`src/source/sync_fifo.sv`:
```
`timescale 1ns/1ps

module sync_fifo #(
    parameter type payload_t = logic [7:0],
    parameter int  depth     = 4
) (
    input  logic                       clk1,
    input  logic                       rst_n,
    input  logic                       push,
    input  payload_t                   push_data,
    input  logic                       pop,
    output payload_t                   pop_data,
    output logic                       full,
    output logic                       empty,
    output logic [$clog2(depth+1)-1:0] count
);

    typedef logic [$clog2(depth)-1:0] ptr_t;

    payload_t mem [depth];
    ptr_t     wr_ptr;
    ptr_t     rd_ptr;

    assign full     = (count == ($clog2(depth+1))'(depth));
    assign empty    = (count == '0);
    // head entry, valid while not empty
    assign pop_data = mem[rd_ptr];

    always_ff @(posedge clk1) begin
        if (!rst_n) begin
            wr_ptr <= '0;
            rd_ptr <= '0;
            count  <= '0;
        end else begin
            if (push) wr_ptr <= (wr_ptr == ptr_t'(depth - 1)) ? '0 : wr_ptr + 1'b1;
            if (pop)  rd_ptr <= (rd_ptr == ptr_t'(depth - 1)) ? '0 : rd_ptr + 1'b1;
            if (push && !pop) count <= count + 1'b1;
            else if (pop && !push) count <= count - 1'b1;
        end
    end

    always_ff @(posedge clk1) begin
        if (push) mem[wr_ptr] <= push_data;
    end

    // producer and consumer must respect the flags
    a_no_overflow:  assert property (@(posedge clk1) disable iff (!rst_n) push |-> !full);
    a_no_underflow: assert property (@(posedge clk1) disable iff (!rst_n) pop |-> !empty);

endmodule

```
`config.mk`:
```
export PLATFORM = sky130hd
export DESIGN_NAME = sync_fifo
export DESIGN_NICKNAME = d
export VERILOG_FILES = /design/src/source/sync_fifo.sv
export SDC_FILE = /design/constraint.sdc
export NUM_CORES = 1
export LEC_CHECK = 0
export ABC_AREA = 0
export BUFFER_PORTS_ARGS = -buffer_cell sky130_fd_sc_hd__buf_2
export CORE_MARGIN = 8
export CORE_UTILIZATION = 40
export CTS_CLUSTER_SIZE = 30
export DETAILED_ROUTE_END_ITERATION = 12
export GPL_ROUTABILITY_DRIVEN = 1
export SLEW_MARGIN = 20
export SYNTH_ARGS = -nofsm -noshare
export SYNTH_HDL_FRONTEND = slang
export SYNTH_SLANG_ARGS = --single-unit
```
`constraint.sdc`:
```
create_clock -name clk1 -period 1.5 [get_ports clk1]
set_clock_uncertainty 0.2 [all_clocks]
set_input_delay 0.15 -clock clk1 [delete_from_list [all_inputs] [get_ports clk1]]
set_output_delay 0.15 -clock clk1 [all_outputs]
set_load 0.05 [all_outputs]
```
* Word level (Yosys, flattened, before mapping)
Memories as Yosys holds them, arrays and structs flattened. A register that Yosys moved wholly into a read port is not among the register bits.
Index checks and enable logic that the tools add are counted.
Widths: inputs -> output; s select.
** Word-level totals
- Flip-flop bits (word level) :: 7
- Bits in writable memories :: 32
- Input bits :: 12
- Output and inout port bits :: 13
- Word-level logic and storage cells :: 25
- Memories kept :: 1
** Memory list
- mem :: words 4, bits a word 8, rd ports 1, clocked after Yosys merged registers in 1, wr ports 1, line 20 : payload_t mem [depth];
** Operators by class
- Add/sub/neg operators :: 4
- Equal/unequal tests :: 3
- Multiplexer cells :: 8
- Reductions and logical operators :: 6
** Operators by type and width (number)
- $mux 2 :: 4
- $mux 3 :: 2
- $add 2x1->2 const B :: 2
- $eq 2x2->1 const B :: 2
- $add 3x1->3 const B :: 1
- $eq 3x3->1 const B :: 1
- $logic_not 3->1 :: 1
- $sub 3x1->3 const B :: 1
- $logic_and 1x1->1 :: 2
- $logic_not 1->1 :: 2
- $mux 1 :: 2
- $reduce_bool 2->1 :: 1

* Depth between registers and ports, before layout
- Depth after elaboration :: 4
- Gate-level depth with buffers :: 7
- Mapped depth without buffers :: 7

* Worst setup path before layout
OpenSTA, ideal clock, no wires.
- Path type :: register to output
- Start point :: register count[2]
- End point :: output full
- Arrival time :: 1877 ps
- Data required time :: 1150 ps
- Path slack :: -727 ps
- Cell stages (with the launch flop) :: 2
- Buffers on the path :: 0
- Cells stage by stage :: dfxtp_1 -> nor3b_1
** Between the ends
- Cells in the longest elaborated chain, start to end :: 1
** Ends and longest elaborated chain
- start: declaration :: line 15 : output logic [$clog2(depth+1)-1:0] count
- start signal: assignment :: line 37 : if (push && !pop) count <= count + 1'b1;
- start signal: assignment :: line 38 : else if (pop && !push) count <= count - 1'b1;
- $eq 3x3->1 :: line 24 : assign full = (count == ($clog2(depth+1))'(depth));
- end: declaration :: line 13 : output logic full,
No other way between the ends.

==> qor.yml <==
die_y_um: 79.52
outcome: "finished, violations left"
synth_edf_count: 32
clkSinkCount: 41
max-vdd-ir-drop_v: 0.0005310
slew_headroom_pct: 83.18
reg2reg_slack_ns: -0.08
antenna_found_initial: 0
swShare_pct: 28.44
die_w_um: 79.52
ff_latch_area_sq_um: 1151
seqPwrFrac_pct: 50.2
syn-cell-area_sq_um: 1614
drt-initial-drc-count: 79
tightest_slew_ns: 0.2540
synth_area_per_cell_sq_um: 18.77
final_max_slew_viol_count: 0
worst_slack_ns: -0.3060
clkLatencyLatePin_ns: 0.29
multi_input_area_sq_um: 479.2
drc_errors: 0
dr.pass1.iters: 4
cts_tree: "built"
crit_required_ns: 1.15
wire_per_inst_um: 16.32
fin_crit_sh_pct: 120.4
start_util_pct: 40.94
placed_cells: 172
nNetsFinal: 157
vias: 903
intPower_mw: 1.894
clock.fmax_mhz: 553.7
ioPinCount: 25
avgViaCountPerCell: 4.778
placed_area_sq_um: 1974
synth_cells: 86
cts_max_level: 2
final_area_sq_um: 2232
max-cap-violations: 0
drtAntennaViolNets: 0
cp_max_fo: 4
core_region_area_sq_um: 3943
path_clk_slew_ns: 0.07
layout_common_cells: "edfxtp_1 (32), buf_2 (14), buf_6 (14), dlygate4sd3_1 (9), mux4_2 (8)"
final_common_cell: "edfxtp_1"
power.density_nw_per_um2: 1186
finalNonFillerCells: 189
finalWeightedCongestion: 0.6495
pre_cts_ws_ns: -0.2505
switching_power_mw: 0.7526
clkPwrFrac_pct: 25.8
diodes: 0
setup_tns_ns: -2.456
portBuffers: 24
cts_inserted_buffers: 5
drt-total-wl_um: 3084
critPathArrivalTime_ns: 1.46
synth_warnings: 0
hold_viol: 0
grt_pass1_vias: 1036
synth_top_flop_cell: "edfxtp_1"
async_flop_share_pct: 0
synth-seq-cells: 41
ys_seq_area_share_pct: 70.70
synthTopCellsByArea: "edfxtp_1 (60%), dfxtp_1 (11%), mux4_2 (11%)"
synth.top_cell.area_share_pct: 59.53
cts.path.max_buffers: 2
die-area_sq_um: 6323
yosysUniqueCellTypes: 20
n_fill_cell: 313
post-dp-hpwl_um: 2211
yosys.area.top_type: "edfxtp_1"
holdWs_ns: 0.1163
p_comb_share_pct: 24.1
synth_nets: 105
grt_pass1_wl_um: 5126
start_kind: "flip-flop"
drive_gt1_share_pct: 44.60
rsz0062_at_grt: "true"
syn2layout_area_growth_pct: 38.29
grt_util_all_layers_pct: 10.84
power.leakage_nw: 0.8369
violations: "setup timing"
grt_overflow: 0
critical_path_class: "flip-flop to primary output"
cp-end-kind: "primary output"
row_count: 23
setup_viol: 9
grt_max_degree: 13
clock-root-buffer: "clkbuf_8"
min_period_ns: 1.806
hp-class: "input pin to flip-flop"
[final timing paths]
path | startpoint | end | cells after the start
max | flip-flop | pop_data[1] | 3
min | pop | flip-flop | 4
max reg2reg | count[1] | count[2] | 4
min reg2reg | count[2] | count[2] | 2
[area by class of cell]
type / count / share of cell area (%)
clock buffers: 7 / 3.419
clock inverters: 1 / 0.2242
well taps: 50 / 2.803
flip-flops and latches: 41 / 51.57
inverters: 4 / 0.6726
multi-input cells: 39 / 21.47
repair buffers: 47 / 19.84
[layer usage]
| metal | part of all wire (%) | vias to the layer above | GRT usage, % |
|---|---|---|---|
| met3 | 4.5 | 5 | 4.167 |
| met2 | 53 | 15 | 18.09 |
| li1 | - | 432 | - |
| met5 | 0 | - | 0 |
| met1 | 41 | 451 | 11.87 |
| met4 | 1.8 | 0 | 5.000 |
[synthesized netlist by cell type (all sizes together) (2+ instances only)]
library cell	instances
nor2b	4
dfxtp	9
edfxtp	32
and2	5
nor3	2
mux4	8
inv	4
nor3b	2
o21a	2
ha	6
mux2i	3
[state kept, by name, indices dropped and copies added (netlist names), named ones only]
register and flops:
mem 32, count 3, rd_ptr 2, wr_ptr 2
[timing repair]
item,in CTS,in global routing
setup buffers,0,0
setup endpoints to repair,11,11
pin swaps,2,0
hold buffers,9,0
gates resized for setup,26,1
hold endpoints to repair,41,0
[power groups by stage]
| stage | combinational (mW) | clock (mW) | sequential (mW) |
|---|---|---|---|
| finish | 0.637 | 0.682 | 1.33 |
| global route | 0.676 | 0.763 | 1.34 |
| CTS | 0.645 | 0.705 | 1.33 |
| detailed placement | 0.550 | 0 | 1.35 |
| global placement | 0.535 | 0 | 1.34 |
| floorplan | 0.317 | 0 | 1.40 |
[through the flow]
stage / utilization (%) / power (mW)
3_5_place_dp: 50.08 / 1.898
3_3_place_gp: 50.08 / 1.876
2_1_floorplan: - / 1.719
6_report: 56.62 / 2.646
4_1_cts: 56.59 / 2.678
5_1_grt: 56.62 / 2.774
[cell families after synthesis]
| family | after synthesis | synth area share [%] |
|---|---|---|
| flip-flops | 41 | 70.70 |
| XOR/XNOR | 2 | 1.085 |
| AO/OA/AOI/OAI | 4 | 1.705 |
| AND/OR/NAND/NOR | 15 | 5.658 |
| adder cells (fa/ha/maj) | 7 | 5.891 |
| multiplexers | 11 | 13.02 |
| buffers and inverters | 6 | 1.937 |
[worst max-delay path, stage by stage, from the launching register on]
cell	delay, ns
dfxtp_2	0.35
buf_6	0.13
mux4_2	0.51
buf_6	0.17
Power figures use the tool's default switching activity.
