--- config.mk ---
export PLATFORM = sky130hd
export DESIGN_NAME = wb_master_flat
export DESIGN_NICKNAME = d
export VERILOG_FILES = /design/src/source/uart_mem_pkg.sv /design/src/source/wb_if.sv /design/src/source/wb_master.sv /design/src/flat_wrapper.sv
export SDC_FILE = /design/constraint.sdc
export NUM_CORES = 1
export LEC_CHECK = 0
export ABC_AREA = 1
export BUFFER_PORTS_ARGS = -buffer_cell sky130_fd_sc_hd__clkbuf_2
export CORE_MARGIN = 8
export CORE_UTILIZATION = 40
export DETAILED_ROUTE_END_ITERATION = 12
export PLACE_DENSITY = 0.7
export RECOVER_POWER = 100
export SYNTH_ARGS = -nofsm -noshare
export SYNTH_HDL_FRONTEND = slang
export SYNTH_SLANG_ARGS = --single-unit
--- constraint.sdc ---
create_clock -name clk1 -period 5.6 [get_ports clk1]
set_input_delay 0.56 -clock clk1 [delete_from_list [all_inputs] [get_ports clk1]]
set_output_delay 0.56 -clock clk1 [all_outputs]
set_load 0.005 [all_outputs]
--- src/source/uart_mem_pkg.sv ---
package uart_mem_pkg;

    // uart bit time in clk1 cycles
    localparam int clks_per_bit = 16;

    // memory geometry, one address byte per frame
    localparam int addr_bits = 8;
    localparam int mem_words = 256;

    // frame command bytes, ascii W and R
    localparam logic [7:0] cmd_write_code = 8'h57;
    localparam logic [7:0] cmd_read_code  = 8'h52;

    // bytes per data word on the serial link
    localparam int word_bytes = 4;

    // buffer depths
    localparam int cmd_fifo_depth = 4;
    localparam int tx_fifo_depth  = 8;

    typedef logic [7:0]           byte_t;
    typedef logic [31:0]          word_t;
    typedef logic [addr_bits-1:0] addr_t;

    // one memory command, 41 bits
    typedef struct packed {
        logic  write;
        addr_t addr;
        word_t data;
    } mem_cmd_t;

endpackage

--- src/source/wb_if.sv ---
`timescale 1ns/1ps

interface wb_if;
    import uart_mem_pkg::*;

    // cycle control
    logic  cyc;
    logic  stb;
    logic  we;
    // address and data
    addr_t adr;
    word_t dat_w;
    word_t dat_r;
    // slave handshake
    logic  ack;

    modport master (
        output cyc, stb, we, adr, dat_w,
        input  dat_r, ack
    );

    modport slave (
        input  cyc, stb, we, adr, dat_w,
        output dat_r, ack
    );

endinterface

--- src/source/wb_master.sv ---
`timescale 1ns/1ps

module wb_master (
    input  logic                   clk1,
    input  logic                   rst_n,
    input  logic                   cmd_empty,
    input  uart_mem_pkg::mem_cmd_t cmd_head,
    output logic                   cmd_pop,
    input  logic [$clog2(uart_mem_pkg::tx_fifo_depth+1)-1:0] tx_count,
    output logic                   tx_push,
    output uart_mem_pkg::byte_t    tx_byte,
    wb_if.master                   bus
);
    import uart_mem_pkg::*;

    typedef enum logic [1:0] {st_idle, st_bus, st_push} state_t;

    state_t     state;
    logic [1:0] byte_cnt;
    mem_cmd_t   cmd_q;
    word_t      word_q;
    logic       start_access;

    // reads wait for room for a whole reply word
    assign start_access = (state == st_idle) && !cmd_empty &&
                          (cmd_head.write || int'(tx_count) <= tx_fifo_depth - word_bytes);
    assign cmd_pop = start_access;

    ////////////////////////////////////////////////////////////
    // wishbone classic, signals held from captured command
    ////////////////////////////////////////////////////////////
    assign bus.cyc   = (state == st_bus);
    assign bus.stb   = (state == st_bus);
    assign bus.we    = cmd_q.write;
    assign bus.adr   = cmd_q.addr;
    assign bus.dat_w = cmd_q.data;

    // reply bytes, msb first
    assign tx_push = (state == st_push);
    assign tx_byte = word_q[31:24];

    always_ff @(posedge clk1) begin
        if (!rst_n) begin
            state    <= st_idle;
            byte_cnt <= '0;
        end else begin
            case (state)
                st_idle: if (start_access) state <= st_bus;
                st_bus: begin
                    byte_cnt <= '0;
                    if (bus.ack) state <= cmd_q.write ? st_idle : st_push;
                end
                default: begin
                    byte_cnt <= byte_cnt + 1'b1;
                    if (byte_cnt == 2'(word_bytes - 1)) state <= st_idle;
                end
            endcase
        end
    end

    always_ff @(posedge clk1) begin
        if (start_access) cmd_q <= cmd_head;
        // latch read word at ack, then shift out a byte per cycle
        if (state == st_bus && bus.ack) word_q <= bus.dat_r;
        else if (state == st_push) word_q <= {word_q[23:0], 8'h00};
    end

endmodule

--- src/flat_wrapper.sv ---
// flat-port wrapper written by rule: the top's interface ports become plain ports
module wb_master_flat import uart_mem_pkg::*;
  (clk1, rst_n, cmd_empty, cmd_head, cmd_pop, tx_count, tx_push, tx_byte, bus_cyc, bus_stb, bus_we, bus_adr, bus_dat_w, bus_dat_r, bus_ack);
  wb_if bus_i ();
  input  logic clk1;
  input  logic rst_n;
  input  logic cmd_empty;
  input  uart_mem_pkg::mem_cmd_t cmd_head;
  output logic cmd_pop;
  input  logic [$clog2(uart_mem_pkg::tx_fifo_depth+1)-1:0] tx_count;
  output logic tx_push;
  output uart_mem_pkg::byte_t tx_byte;
  output wire logic [$bits(bus_i.cyc)-1:0] bus_cyc;
  output wire logic [$bits(bus_i.stb)-1:0] bus_stb;
  output wire logic [$bits(bus_i.we)-1:0] bus_we;
  output wire logic [$bits(bus_i.adr)-1:0] bus_adr;
  output wire logic [$bits(bus_i.dat_w)-1:0] bus_dat_w;
  input wire logic [$bits(bus_i.dat_r)-1:0] bus_dat_r;
  input wire logic [$bits(bus_i.ack)-1:0] bus_ack;
  assign bus_cyc = bus_i.cyc;
  assign bus_stb = bus_i.stb;
  assign bus_we = bus_i.we;
  assign bus_adr = bus_i.adr;
  assign bus_dat_w = bus_i.dat_w;
  assign bus_i.dat_r = bus_dat_r;
  assign bus_i.ack = bus_ack;
  wb_master u_core (.clk1(clk1), .rst_n(rst_n), .cmd_empty(cmd_empty), .cmd_head(cmd_head), .cmd_pop(cmd_pop), .tx_count(tx_count), .tx_push(tx_push), .tx_byte(tx_byte), .bus(bus_i));
endmodule
# --- After elaboration in Yosys (flattened, before gate mapping) ---
# Cells that the tools add are included.
classes:
  order_cmp: 1
  n_eq_ne: 5
  muxes: 8
  reduce_logical: 9
  n_addsub: 1
ops:
  columns: ["operator", "count"]
  rows:
  - ["$mux W32", 2]
  - ["$mux W2", 4]
  - ["$pmux W2 S2", 2]
  - ["$eq A2 B2 Y1 const B", 2]
  - ["$le A4 B3 Y1 const B", 1]
  - ["$logic_and A1 B1 Y1", 3]
  - ["$reduce_and A3 Y1", 1]
  - ["$reduce_bool A3 Y1", 1]
  - ["$add A2 B1 Y2 const B", 1]
  - ["$eq A2 B1 Y1 const B", 1]
  - ["$logic_not A2 Y1", 1]
  - ["$ne A2 B1 Y1 const B", 1]
  - ["$ne A2 B2 Y1 const B", 1]
  - ["$reduce_bool A2 Y1", 1]
  - ["$logic_not A1 Y1", 1]
  - ["$logic_or A1 B1 Y1", 1]
word_totals:
  out_inout_bits: 53
  elab_cells: 30
  in_bits: 81
  register_bits: 77

# --- Logic depth before layout (Yosys ltp) ---
depth:
  word_depth: 5
  ltp_mapped: 7
  ltp_nobuf: 6

# --- Least setup slack after synthesis ---
# OpenSTA, ideal clock, no wires.
synth_path:
  path_kind: "input to output"
  start: "input tx_count[1] in the netlist's numbering"
  end: "output cmd_pop"
  path_slack_ns: 3.343
  required_ns: 5.040
  path_stages: 5
  n_path_buf: 0
  arrival_ns: 1.697
  path_cell_list: "o21ai_0 > nand2_1 > nand2_1 > nand2_1 > inv_1"
synth_between:
  elab_chain_cells: 3
synth_rtl:
  columns: ["element", "line", "text"]
  rows:
  - ["start, declared", "flat_wrapper.sv:10", "input logic [$clog2(uart_mem_pkg::tx_fifo_depth+1)-1:0] tx_count;"]
  - ["$le A4 B3 Y1", "wb_master.sv:26", "(cmd_head.write || int'(tx_count) <= tx_fifo_depth - word_bytes);"]
  - ["$logic_or A1 B1 Y1", "wb_master.sv:26", null]
  - ["$logic_and A1 B1 Y1", "wb_master.sv:25", "assign start_access = (state == st_idle) && !cmd_empty &&"]
  - ["end, declared", "flat_wrapper.sv:9", "output logic cmd_pop;"]
# Every way passes these cells.

# --- Worst setup path after layout ---
layout_path:
  start: "register u_core.state[1]"
  end: "output cmd_pop"
layout_between:
  elab_chain_cells: 3
layout_rtl:
  columns: ["element", "line", "text"]
  rows:
  - ["start, declared", "wb_master.sv:18", "state_t state;"]
  - ["start signal, assigned", "wb_master.sv:44", "state <= st_idle;"]
  - ["start signal, assigned", "wb_master.sv:48", "st_idle: if (start_access) state <= st_bus;"]
  - ["start signal, assigned", "wb_master.sv:51", "if (bus.ack) state <= cmd_q.write ? st_idle : st_push;"]
  - ["$logic_not A2 Y1", "wb_master.sv:25", null]
  - ["$logic_and A1 B1 Y1 (2 in series)", "wb_master.sv:25", null]
# Every way passes these cells.

==> flow_metrics.tcl <==
set metrics [dict create \
    layout-drive-gt1-share_pct 32.7 \
    ios 134 \
    yosys_warnings 0 \
    grt_pass1_wl_um 9770 \
    seqPwrFrac_pct 57.8 \
    max_slew_margin_pct -44.2 \
    fillers 696 \
    path_clk_slew_ps 80 \
    synth.area.top_cells "edfxtp_1, nand2_1, buf_4" \
    crit_type "flip-flop to primary output" \
    pwr-share-clk_pct 33.5 \
    ant_nets 0 \
    cts_buffers 9 \
    yosysSeqAreaShare_pct 78.5 \
    cp_cell_sequence "inv_1 > nand2_1 > nor2_1 > nand2_1 > inv_1 > clkbuf_1 > clkbuf_2" \
    whs_ps 395 \
    syn_area_sq_um 2890 \
    clock-root-buffer "clkbuf_8" \
    antenna_found_initial 0 \
    fin_crit_sh_pct 63.6 \
    chipHeight_um 101 \
    post-dp-hpwl_um 4850 \
    vias 1905 \
    synth_top_area_share_pct 75.7 \
    avgSynthCellArea_sq_um 13.7 \
    yosys.area.top_type "edfxtp_1" \
    antenna_cells 0 \
    slew_violations 69 \
    rows 31 \
    maxCapViolCount 2 \
    ys_ff_latch 77 \
    io_buffers 133 \
    drtIter0Drc 40 \
    first_pass_iters 4 \
    ctsLongestPathBuffers 2 \
    critPathSlowestCell "clkbuf_1" \
    layout-area-overhead-vs-synth_pct 28.1 \
    violations "capacitance limit, slew limit" \
    cts_resized 0 \
    hold_class "input port to flip-flop" \
    synthCells 212 \
    postCtsSetupRepairBufs 0 \
    final_hold_viol_count 0 \
    peakVddDrop_v 0.000186 \
    fin_setup_tns_ps 0 \
    grt_pass1_vias 2024 \
    setup_viol 0 \
    core_region_area_sq_um 7140 \
    worstMarginPinSlew_ps 2160 \
    powerDensity_nw_per_um2 320 \
    wire_per_inst_um 14.1 \
    grt_max_degree 43 \
    critPathCaptureType "primary output" \
    power_leakage_nw 1.63 \
    yosysUniqueCellTypes 17 \
    period_minus_slack_ps 3560 \
    combinationalPowerShare_pct 8.7 \
    die_w_um 101 \
    grt_usage_pct 12.7 \
    syn-num-nets 294 \
    dpl_cell_area_sq_um 3580 \
    start_kind "flip-flop" \
    ctsHoldBuffers 0 \
    dieArea_sq_um 10200 \
    crit_fanout 42 \
    p_sw_share_pct 22.3 \
    internal_power_w 0.000921 \
    wirelength_um 6330 \
    design_area_sq_um 3710 \
    gr-total-overflow 0 \
    worstSkewPairLatency_ps 330 \
    critPathArrivalTime_ps 3000 \
    viasPerCell 4.25 \
    gp_congestion 0.768 \
    crit_buf_inv 4 \
    fmax_mhz 281 \
    cts_max_level 3 \
    cp_top_family "buffers and inverters" \
    rsz0062_at_grt "no" \
    initial_core_util_pct 40.6 \
    critPathRequiredTime_ps 5040 \
    slowest_delay_ps 1530 \
    switchingPower_w 0.000264 \
    skew_ps 7.83 \
    fin_nets 426 \
    cts_tree "done" \
    cts_sinks 77 \
    drcViolationCount 0 \
    outcome "finished with violations" \
]
final timing paths:
kind / startpoint / to / cells after the start / slack [ps]
hold / removal: cmd_head[27] / u_core.bus.dat_w[27] / 1 / 400
hold reg to reg: u_core.byte_cnt[0] / u_core.byte_cnt[0] / 1 / 480
setup reg to reg: u_core.state[1] / u_core.word_q[29] / 6 / 2620
setup / recovery: u_core.state[1] / cmd_pop / 7 / 2040
routing by layer:
metal | wire length [um] | vias to the layer above | global-route usage (%)
met3 | 452 | 6 | 3.66
met5 | 0 | - | 0
met1 | 2320 | 883 | 12.9
met4 | 78 | 0 | 6.87
li1 | - | 953 | -
met2 | 3480 | 63 | 22.7
state kept, by name, summed over array words and instances, names as in the netlist:
| name | cells |
|---|---|
| u_core.bus.we | 1 |
| u_core.bus.dat_w | 32 |
| u_core.word_q | 32 |
| u_core.bus.adr | 8 |
| u_core.state | 2 |
| u_core.byte_cnt | 2 |
cell families (layout without fill, tap and decap cells):
logic type      after synthesis  after routing  synth area share [%]
buf+inv                      33            170                  6.57
fa+ha+maj                     1              1                 0.432
flops                        77             77                  78.5
compound gates                8              8                  1.47
simple gates                 93             93                  13.0
power by group through the flow:
stage	clock [W]	combinational [W]	sequential (W)
CTS	0.000407	0.000111	0.000684
floorplan	0	0.0000504	0.000700
detailed placement	0	0.000111	0.000698
global placement	0	0.000107	0.000696
finish	0.000397	0.000103	0.000685
global route	0.000427	0.000116	0.000690
stage by stage:
step / utilization [%] / std cells / power, W / setup WS [ps]
4_1_cts: 52.9 / 448 / 0.00120 / 3280
2_1_floorplan: - / 212 / 0.000750 / 3340
3_3_place_gp: 50.2 / 432 / 0.000803 / 3410
3_5_place_dp: 50.2 / 432 / 0.000808 / 3370
6_report: 51.9 / 448 / 0.00119 / 2040
5_1_grt: 51.9 / 448 / 0.00123 / 1720
layout by cell type (no fill, tap or decap), drive strengths merged:
cell	instances
a21oi	3
buf	1
bufinv	1
clkbuf	143
clkinv	4
clkinvlp	2
dfxtp	4
edfxtp	73
ha	1
inv	19
nand2	80
nand3	1
nor2	11
o21a	1
o21ai	4
or2	1
cell type report:
class	instances	area, sq um	share of cell area [%]
clock inverter	7	66.3	1.79
sequential	77	2270	61.3
multi-input combinational	102	415	11.2
tap	99	124	3.34
clock buffer	9	124	3.34
timing repair buffer	135	632	17.0
inverter	19	73.8	1.99
cell usage after synthesis:
cell type	number
o21ai_0	4
edfxtp_1	73
nand3_1	1
nor2_8	1
inv_1	17
a21oi_1	3
ha_1	1
dfxtp_1	4
o21a_1	1
nand2_4	1
nor2_1	10
nand2_1	79
or2_1	1
inv_4	1
buf_6	3
buf_4	11
inv_2	1
No activity file was read; power rests on OpenSTA's default activity.
