==> config.mk <==
export PLATFORM = sky130hd
export DESIGN_NAME = uart_rx
export DESIGN_NICKNAME = d
export VERILOG_FILES = /design/src/source/uart_mem_pkg.sv /design/src/source/uart_rx.sv
export SDC_FILE = /design/constraint.sdc
export NUM_CORES = 1
export LEC_CHECK = 0
export ABC_CLOCK_PERIOD_IN_PS = 2600
export BUFFER_PORTS_ARGS = -buffer_cell sky130_fd_sc_hd__buf_4
export CAP_MARGIN = 15
export CORE_ASPECT_RATIO = 1.25
export CORE_MARGIN = 5
export CORE_UTILIZATION = 46
export DETAILED_ROUTE_END_ITERATION = 7
export HOLD_SLACK_MARGIN = 0.08
export PLACE_DENSITY = 0.68
export REMOVE_ABC_BUFFERS = 1
export SLEW_MARGIN = 30
export SYNTH_ARGS = -nofsm -noshare
export SYNTH_HDL_FRONTEND = slang
export SYNTH_SLANG_ARGS = --single-unit
==> constraint.sdc <==
create_clock -name clk1 -period 2.6 [get_ports clk1]
set_clock_uncertainty 0.1 [all_clocks]
set_input_delay 0.26 -clock clk1 [delete_from_list [all_inputs] [get_ports clk1]]
set_output_delay 0.26 -clock clk1 [all_outputs]
set_load 0.01 [all_outputs]
==> src/source/uart_mem_pkg.sv <==
package uart_mem_pkg;

    // uart bit time in clk1 cycles
    localparam int clks_per_bit = 16;

    // memory geometry, one address byte per frame
    localparam int addr_bits = 8;
    localparam int mem_words = 256;

    // frame command bytes, ascii W and R
    localparam logic [7:0] cmd_write_code = 8'h57;
    localparam logic [7:0] cmd_read_code  = 8'h52;

    // bytes per data word on the serial link
    localparam int word_bytes = 4;

    // buffer depths
    localparam int cmd_fifo_depth = 4;
    localparam int tx_fifo_depth  = 8;

    typedef logic [7:0]           byte_t;
    typedef logic [31:0]          word_t;
    typedef logic [addr_bits-1:0] addr_t;

    // one memory command, 41 bits
    typedef struct packed {
        logic  write;
        addr_t addr;
        word_t data;
    } mem_cmd_t;

endpackage

==> src/source/uart_rx.sv <==
`timescale 1ns/1ps

module uart_rx (
    input  logic                clk1,
    input  logic                rst_n,
    input  logic                rxd,
    output uart_mem_pkg::byte_t rx_byte,
    output logic                byte_valid
);
    import uart_mem_pkg::*;

    typedef logic [$clog2(clks_per_bit)-1:0] tick_t;
    typedef enum logic [1:0] {st_idle, st_start, st_data, st_stop} state_t;

    state_t     state;
    tick_t      clk_cnt;
    logic [2:0] bit_idx;
    // two-flop synchronizer, idles high
    logic       rxd_meta;
    logic       rxd_sync;

    always_ff @(posedge clk1) begin
        if (!rst_n) begin
            rxd_meta <= 1'b1;
            rxd_sync <= 1'b1;
        end else begin
            rxd_meta <= rxd;
            rxd_sync <= rxd_meta;
        end
    end

    ////////////////////////////////////////////////////////////
    // bit timing and framing
    ////////////////////////////////////////////////////////////
    always_ff @(posedge clk1) begin
        if (!rst_n) begin
            state      <= st_idle;
            clk_cnt    <= '0;
            bit_idx    <= '0;
            byte_valid <= 1'b0;
        end else begin
            byte_valid <= 1'b0;
            case (state)
                st_idle: begin
                    // falling edge of start bit
                    clk_cnt <= '0;
                    if (!rxd_sync) state <= st_start;
                end
                st_start: begin
                    // half a bit to reach the middle
                    if (clk_cnt == tick_t'(clks_per_bit / 2 - 1)) begin
                        clk_cnt <= '0;
                        bit_idx <= '0;
                        // glitch, line went back high
                        state   <= rxd_sync ? st_idle : st_data;
                    end else begin
                        clk_cnt <= clk_cnt + 1'b1;
                    end
                end
                st_data: begin
                    if (clk_cnt == tick_t'(clks_per_bit - 1)) begin
                        clk_cnt <= '0;
                        bit_idx <= bit_idx + 1'b1;
                        if (bit_idx == 3'd7) state <= st_stop;
                    end else begin
                        clk_cnt <= clk_cnt + 1'b1;
                    end
                end
                default: begin
                    // middle of stop bit, low stop means framing error
                    if (clk_cnt == tick_t'(clks_per_bit - 1)) begin
                        byte_valid <= rxd_sync;
                        state      <= st_idle;
                    end else begin
                        clk_cnt <= clk_cnt + 1'b1;
                    end
                end
            endcase
        end
    end

    // lsb first shift at each data bit center
    always_ff @(posedge clk1) begin
        if (state == st_data && clk_cnt == tick_t'(clks_per_bit - 1)) begin
            rx_byte <= {rxd_sync, rx_byte[7:1]};
        end
    end

endmodule

# Word level (Yosys, flattened, before mapping)
# Cells that the tools add are included.
# word_totals
reg_bits	20
inputBits	3
output_inout_bits	9
word_cells	42
# op_classes
add_sub_neg	2
eq_ne	10
n_mux	14
bitwise_logic	2
reduce_logical	7
# op_table
cell	count
$mux W2	6
$mux W4	3
$pmux W4 S3	1
$ne A2 B2 Y1 const B	4
$mux W3	2
$pmux W2 S3	1
$pmux W3 S2	1
$reduce_and A5 Y1	1
$reduce_or A5 Y1	1
$add A4 B1 Y4 const B	1
$eq A4 B3 Y1 const B	1
$eq A4 B4 Y1 const B	1
$ne A4 B1 Y1 const B	1
$add A3 B1 Y3 const B	1
$eq A3 B3 Y1 const B	1
$reduce_and A3 Y1	1
$reduce_bool A3 Y1	1
$eq A2 B1 Y1 const B	1
$eq A2 B2 Y1 const B	1
$logic_not A2 Y1	1
$not A1 Y1	2
$reduce_bool A2 Y1	1
$logic_and A1 B1 Y1	1

# Longest topological paths before layout
# Gate-level depths: netlist of the first run.
# logic_depth
word_depth	4
mapped_depth	7
ltp_nobuf	6

# Worst setup path before layout of the first run
# OpenSTA, ideal clock, no wires.
# synth_timing
kind	reg2reg
start	register state[0]
end	register state[1]
arrival_time_ns	1.555
setup_slack_ns	0.814
path_stages_with_launch	8
n_path_buf	1
cell_sequence	dfxtp_1 > inv_1 > ha_1 > buf_2 > mux2_4 > o22a_1 > o311ai_0 > o21ai_1
# synth_via
elab_chain_len	3
word_cells_on_any_way	10
# synth_lines
element	line_no	source
start, declared	uart_rx.sv:15	state_t state;
start signal, assigned	uart_rx.sv:37	state <= st_idle;
start signal, assigned	uart_rx.sv:47	if (!rxd_sync) state <= st_start;
start signal, assigned	uart_rx.sv:55	state <= rxd_sync ? st_idle : st_data;
$eq A2 B2 Y1 (tied with other cells)	uart_rx.sv:43	case (state)
$ne A2 B2 Y1 (no line) / $reduce_bool A3 Y1 (equally long branches)	-	
$reduce_and A5 Y1 (no line)	-	
# Parallel ways exist; a longest one is shown, timed or not.
# A chain may end at the register's enable or synchronous reset.

# Worst setup path in the final report of the first run
# Ends and elaborated chain as after synthesis.

==> results of run 1 <==
==> through the flow <==
stage / instances / util (%) / instance area (µm²) / hold slack (ns)
global placement: 108 / 51.6 / 1000 / 0.290
global route: 113 / 53.5 / 1040 / 0.101
floorplan: 77 / - / 892 / 0.233
detailed placement: 108 / 51.6 / 1000 / 0.307
CTS: 113 / 53.5 / 1040 / 0.107
finish: 113 / 53.5 / 1040 / 0.117
==> placed cells by master (no fill, tap or decap), types with 2 or more instances in the layout <==
| master | n |
|---|---|
| dfxtp_1 | 12 |
| buf_4 | 11 |
| edfxtp_1 | 8 |
| nand2_1 | 7 |
| ha_1 | 7 |
| nor2_1 | 6 |
| inv_1 | 4 |
| clkbuf_4 | 3 |
| nand2b_1 | 2 |
| nor2b_1 | 2 |
| or3_1 | 2 |
| o21a_1 | 2 |
| a21oi_1 | 2 |
| a22o_1 | 2 |
| a21boi_1 | 2 |
==> per-layer routing <==
metal / part of all wire [%] / wire [µm] / vias to the layer above / track usage (%)
met4: 2.7 / 40 / 0 / 6.74
met3: 4.7 / 70 / 5 / 3.53
met5: 0 / 0 / - / 0
li1: - / - / 310 / -
met2: 51 / 761 / 12 / 19.8
met1: 41 / 617 / 283 / 11.5
==> final cells by class <==
| class | count | area (µm²) |
|---|---|---|
| well taps | 20 | 25.0 |
| repair buffers | 12 | 92.6 |
| clock inverters | 1 | 3.75 |
| flip-flops and latches | 20 | 480 |
| clock buffers | 3 | 22.5 |
| multi-input cells | 53 | 397 |
| inverters | 4 | 15.0 |
| fillers | 182 | 901 |
==> registers in the layout, summed over array words and instances (netlist names) <==
| name | count |
|---|---|
| rxd_sync | 1 |
| state | 2 |
| rxd_meta | 1 |
| clk_cnt | 4 |
| byte_valid | 1 |
| bit_idx | 3 |
| rx_byte | 8 |
==> cell families (layout without fill, tap and decap cells) <==
family / Yosys count / after routing / share of synthesized area [%]
compound gates: 14 / 14 / 11.3
xor+xnor: 1 / 1 / 0.967
flops: 20 / 20 / 53.0
mux: 3 / 3 / 4.00
buf+inv: 7 / 20 / 3.17
fa+ha+maj: 7 / 7 / 9.67
simple gates: 28 / 28 / 17.8
==> synth_stat cells, types with 2 or more instances <==
| master | count | area share, % |
|---|---|---|
| nor2_1 | 6 | 2.5 |
| dfxtp_1 | 12 | 27 |
| a22o_1 | 2 | 1.9 |
| nor2b_1 | 2 | 1.4 |
| a21boi_1 | 2 | 1.7 |
| a21oi_1 | 2 | 1.1 |
| nand2_1 | 7 | 2.9 |
| edfxtp_1 | 8 | 27 |
| inv_1 | 4 | 1.7 |
| o21a_1 | 2 | 1.7 |
| nand2b_1 | 2 | 1.4 |
| or3_1 | 2 | 1.4 |
| ha_1 | 7 | 9.7 |
==> worst max-delay path by stage <==
| stage | from | end | slack (ns) |
|---|---|---|---|
| CTS | state[0]$_SDFFE_PN0P_ | state[1]$_SDFFE_PN0P_ | 0.65 |
| floorplan | state[0]$_SDFFE_PN0P_ | state[1]$_SDFFE_PN0P_ | 0.84 |
| global route | state[0]$_SDFFE_PN0P_ | state[1]$_SDFFE_PN0P_ | 0.55 |
| detailed placement | state[0]$_SDFFE_PN0P_ | state[1]$_SDFFE_PN0P_ | 0.68 |
| global placement | state[1]$_SDFFE_PN0P_ | state[1]$_SDFFE_PN0P_ | 0.69 |
| finish | state[0]$_SDFFE_PN0P_ | state[1]$_SDFFE_PN0P_ | 0.66 |
==> where the power goes <==
group / internal, W / switching (W) / total, W / leakage, nW
clock network: 0.0000560 / 0.0000923 / 0.000148 / 0.0154
logic: 0.0000721 / 0.0000889 / 0.000161 / 0.228
registers: 0.000338 / 0.0000130 / 0.000351 / 0.169
total: 0.000466 / 0.000194 / 0.000660 / 0.412
==> qor.csv, run 1 <==
stage,metric,value,unit
critical_path,highest-delay cell along the critical path,dfxtp_1,
cts,deepest clock path buffer count,2,
critical_path,critical path's largest stage delay,0.39,ns
cts,Post-CTS Setup Bufs,0,
detailed_routing,Pre-antenna DRT Iters,2,
global_routing,vias in the first global route,625,
timing,Least-Margin Pin Slew,0.625,ns
die,initial core utilization,46.8,%
synth,share of synthesized registers carrying an async set or reset,0,%
critical_path,Critical Path RT,2.69,ns
timing,Max Slew Vio Count,0,
detailed_routing,drt drc,0,
global_routing,Total GRT Usage,11.2,%
synth,Synth Area per Inst,11.3,µm²
cts,# clock sinks,20,
detailed_routing,Post-DRT Antenna Nets,0,
hold_path,HP Start,rst_n,
synth,Mapped Cells,80,
critical_path,Crit Path Max Fanout,10,
die,Die Height,59.6,µm
critical_path,reg2reg setup slack,0.66,ns
die,row count,18,
finish,layout cells sized above 1,19.4,%
synth,synthesized flop and latch total,20,
flow_run,Max-Cap Viols,0,
power,power density cells,637,nW/µm²
timing,fin crit period,1.94,ns
placed_design,dpl ws,0.679,ns
critical_path,reg2reg start,state[0]$_SDFFE_PN0P_,
synth,Synthesis Warnings,0,
cts,CTS tree,done,
finish,n_diodes,0,
placed_design,HPWL after DPL,1.17,mm
hold_path,WHS Path Cells,2,
critical_path,crit path DAT,2.03,ns
outcome,status,"finished, final reports clean",
die,Core Area,1940,µm²
power,total leakage power,0.412,nW
critical_path,"Buf+Inv Stages, Crit Path",1,
cts,clk_lat worst skew,0.30,ns
die,Die X,49.7,µm
die,IO Pins,12,
global_routing,total congestion overflow,0,
placed_design,Final GP Congestion,0.824,
timing,Peak Freq,515,MHz
cts,Root Buffer,clkbuf_4,
global_routing,initial antenna violation count,0,
timing,final setup vio count,0,
critical_path,Reg2Reg Depth,6,
timing,RSZ-0062 raised after global routing,false,
timing,final worst setup slack,0.657,ns
timing,setup_tns,0,ns
critical_path,Setup Crit Path Kind,flop to flop,
finish,"Area growth, synth to finish",14.4,%
finish,# nets final,104,
critical_path,Crit path max-delay family,compound AO/OA/AOI/OAI gates,
global_routing,largest net degree at the start of global routing,14,
timing,Final Hold Fails,0,
detailed_routing,Vias/cell,5.40,
cts,Num CTS Buffers,3,
synth,Post-synth EDFFs,8,
detailed_routing,First DRT Iteration DRCs,14,
critical_path,Reg-to-Reg End,state[1]$_SDFFE_PN0P_,
synth,Most used DFF post-synth,dfxtp_1,
cts,clock-pin slew on the worst setup and hold paths,0.11,ns
critical_path,Stages on worst setup path,6,
cts,# hold bufs at CTS,1,
detailed_routing,DR vias,610,
hold_path,Hold EP,rxd_sync$_SDFF_PN1_,
critical_path,startpoint class of the critical path,flop,
detailed_routing,final WL,1.49,mm
timing,slew margin rel.,58.2,%
synth,Unique masters post-synth,35,
placed_design,Port Buf Inserts,11,
cts,H-tree Lvls,1,
hold_path,worst hold path type,input port to flop,
die,Die Area,2960,µm²
synth,mapped cell area,906,µm²
detailed_routing,drt wl/cell,13.2,µm
critical_path,CP Capture Type,flop,
timing,period utilization,74.7,%
cts,# resized after CTS,0,
critical_path,CP cell instances,inv_1 > ha_1 > mux2_4 > o22a_1 > o311ai_0 > o21ai_1,
synth,sequential element share of the synthesized area,53.0,%
power,Worst VDD drop,0.353,mV
global_routing,first-pass GRT wire length,2.57,mm
power,total power,0.000660,W
No activity file was read; power rests on OpenSTA's default activity.
==> run 2, diff against run 1 <==
Settings changed: ABC_CLOCK_PERIOD_IN_PS 2600 to 1900.
Clock period 2.6 ns to 1.9 ns, I/O delays scaled along.
==> qor.csv, run 2 (same netlist as run 1, synthesis figures left out) <==
stage,metric,value,unit,change
critical_path,Setup Crit Path Kind,flop to flop,,
cts,clk_lat worst skew,0.30,ns,about the same
cts,Root Buffer,clkbuf_4,,
critical_path,CP cell instances,inv_1 > ha_2 > mux2_4 > o22a_1 > or2_1 > o21ai_1,,
critical_path,Crit path max-delay family,flip-flops,,
die,IO Pins,12,,unchanged
finish,# nets final,109,,+4.8%
detailed_routing,final WL,1.56,mm,+5.0%
cts,clock-pin slew on the worst setup and hold paths,0.11,ns,about the same
power,Net Sw Frac,26.3,%,-3.2 points
timing,Peak Freq,563,MHz,+9.4%
power,total leakage power,0.446,nW,+8.4%
timing,period utilization,93.5,%,+19 points
power,power density cells,950,nW/µm²,+49%
finish,max FFs per register,8,,unchanged
critical_path,reg2reg setup slack,0.12,ns,-0.53 ns
timing,RSZ-0062 raised after global routing,false,,
finish,Top Registers,"rx_byte: 8 flops, clk_cnt: 4 flops, bit_idx: 3 flops",,
placed_design,Port Buf Inserts,11,,unchanged
timing,setup_tns,0,ns,unchanged
critical_path,Crit Path Max Fanout,8,,-2
timing,final setup vio count,0,,unchanged
power,Pint,0.000784,W,+68%
finish,"most common cell after layout, fill and taps aside",buf_4,,
detailed_routing,First DRT Iteration DRCs,22,,+8
power,Seq pwr share,45.4,%,-7.7 points
global_routing,total congestion overflow,0,,unchanged
timing,Max Slew Vio Count,0,,unchanged
placed_design,Area after DPL,1020,µm²,+2.3%
critical_path,highest-delay cell along the critical path,dfxtp_2,,
hold_path,worst hold path type,flop to flop,,
finish,most flop-heavy register,rx_byte,,
finish,n_diodes,0,,unchanged
global_routing,Total GRT Usage,11.6,%,+0.37 points
global_routing,initial antenna violation count,0,,unchanged
critical_path,Critical Path RT,2.03,ns,-0.66 ns
finish,"Area growth, synth to finish",23.6,%,
cts,CTS tree,done,,
critical_path,"Buf+Inv Stages, Crit Path",1,,unchanged
power,clock power share,32.3,%,+9.8 points
timing,Least-Margin Pin Slew,0.385,ns,-0.240 ns
finish,layout cells sized above 1,27.6,%,+8.2 points
cts,Num CTS Buffers,3,,unchanged
cts,deepest clock path buffer count,2,,unchanged
critical_path,Reg2Reg Depth,6,,unchanged
critical_path,crit path DAT,1.91,ns,-0.12 ns
hold_path,WHS Path Cells,1,,-1
die,initial core utilization,46.8,%,unchanged
die,Die Height,59.6,µm,unchanged
critical_path,startpoint class of the critical path,flop,,
cts,Post-CTS Setup Bufs,0,,unchanged
timing,fin crit period,1.78,ns,-0.166 ns
finish,"commonest cells after routing, fill and taps aside","buf_4, dfxtp_1, edfxtp_1",,
detailed_routing,Pre-antenna DRT Iters,4,,+2
die,row count,18,,unchanged
finish,Finished Cell Area,1120,µm²,+8.1%
hold_path,Hold EP,rxd_sync$_SDFF_PN1_,,
detailed_routing,Vias/cell,5.46,,+1.1%
outcome,status,"finished, final reports clean",,
global_routing,first-pass GRT wire length,2.66,mm,+3.5%
detailed_routing,Post-DRT Antenna Nets,0,,unchanged
power,Comb power frac,22.3,%,-2.1 points
flow_run,Max-Cap Viols,0,,unchanged
global_routing,largest net degree at the start of global routing,14,,unchanged
power,P_sw,0.000279,W,+44%
timing,slew margin rel.,74.1,%,+16 points
detailed_routing,drt drc,0,,unchanged
power,total power,0.00106,W,+61%
hold_path,HP Start,rxd_meta$_SDFF_PN1_,,
detailed_routing,DR vias,644,,+5.6%
critical_path,CP Capture Type,flop,,
cts,# clock sinks,20,,unchanged
timing,Final Hold Fails,0,,unchanged
placed_design,Final GP Congestion,0.834,,+1.3%
die,Die Area,2960,µm²,unchanged
die,Core Area,1940,µm²,unchanged
critical_path,reg2reg start,state[0]$_SDFFE_PN0P_,,
critical_path,Reg-to-Reg End,state[1]$_SDFFE_PN0P_,,
cts,H-tree Lvls,1,,unchanged
global_routing,vias in the first global route,621,,-0.64%
critical_path,critical path's largest stage delay,0.37,ns,-0.02 ns
power,Worst VDD drop,0.803,mV,+130%
detailed_routing,drt wl/cell,13.3,µm,+0.52%
die,Die X,49.7,µm,unchanged
==> run 2: cell types whose count changed in the layout (fill, tap and decap cells not counted), moves of 2 or more <==
cell	before	now
ha_1	7	5
ha_2	0	2
dfxtp_1	12	10
dfxtp_2	0	2
buf_4	11	14
dlygate4sd3_1	1	3
==> run 2: per-layer routing <==
layer	part of all wire [%]	track usage (%)	wire length [µm]	vias up
met3	4.0	2.52	62	4
li1	-	-	-	322
met2	49	18.5	768	17
met5	0	0	0	-
met1	45	14.4	704	301
met4	1.9	6.74	29	0
==> run 2: metrics by stage <==
stage / hold WS (ns) / setup slack, ns / std cells / utilization (%)
floorplan: 0.163 / 0.145 / 77 / -
global placement: 0.272 / 0.0352 / 111 / 52.8
detailed placement: 0.280 / -0.0247 / 111 / 52.8
CTS: 0.325 / 0.0272 / 118 / 57.3
global route: 0.354 / 0.0169 / 118 / 57.8
finish: 0.319 / 0.123 / 118 / 57.8
==> run 2: cell type report <==
cell class	count	area [µm²]
clock buffer	3	22.5
clock inverter	1	30.0
fill	175	817
inverter	4	15.0
multi-input combinational	53	409
sequential	20	483
tap	20	25.0
timing repair buffer	17	135
==> run 2: how the worst max path moves through the flow <==
| stage | start | end | slack [ns] | cells past startpoint |
|---|---|---|---|---|
| 6_report | state[0]$_SDFFE_PN0P_ | state[1]$_SDFFE_PN0P_ | 0.12 | 6 |
| 5_1_grt | state[0]$_SDFFE_PN0P_ | state[1]$_SDFFE_PN0P_ | 0.02 | 6 |
| 4_1_cts | state[0]$_SDFFE_PN0P_ | state[1]$_SDFFE_PN0P_ | 0.03 | 6 |
| 3_5_place_dp | state[0]$_SDFFE_PN0P_ | state[1]$_SDFFE_PN0P_ | -0.02 | 6 |
| 3_3_place_gp | state[0]$_SDFFE_PN0P_ | state[1]$_SDFFE_PN0P_ | 0.04 | 6 |
| 2_1_floorplan | state[0]$_SDFFE_PN0P_ | state[1]$_SDFFE_PN0P_ | 0.14 | 6 |
==> run 2: timing repair <==
item | CTS | global route
setup endpoints to repair | 1 | 1
hold buffers | 3 | 0
endpoints found under the hold margin | 4 | 0
cloned | 0 | 0
resized for setup | 2 | 4
==> run 2: power groups by stage <==
stage          combinational [W]  clock [W]  sequential, W
4_1_cts                 0.000224   0.000354       0.000482
6_report                0.000237   0.000343       0.000483
3_3_place_gp            0.000210          0       0.000491
3_5_place_dp            0.000214          0       0.000491
2_1_floorplan           0.000176          0       0.000487
5_1_grt                 0.000264   0.000372       0.000487
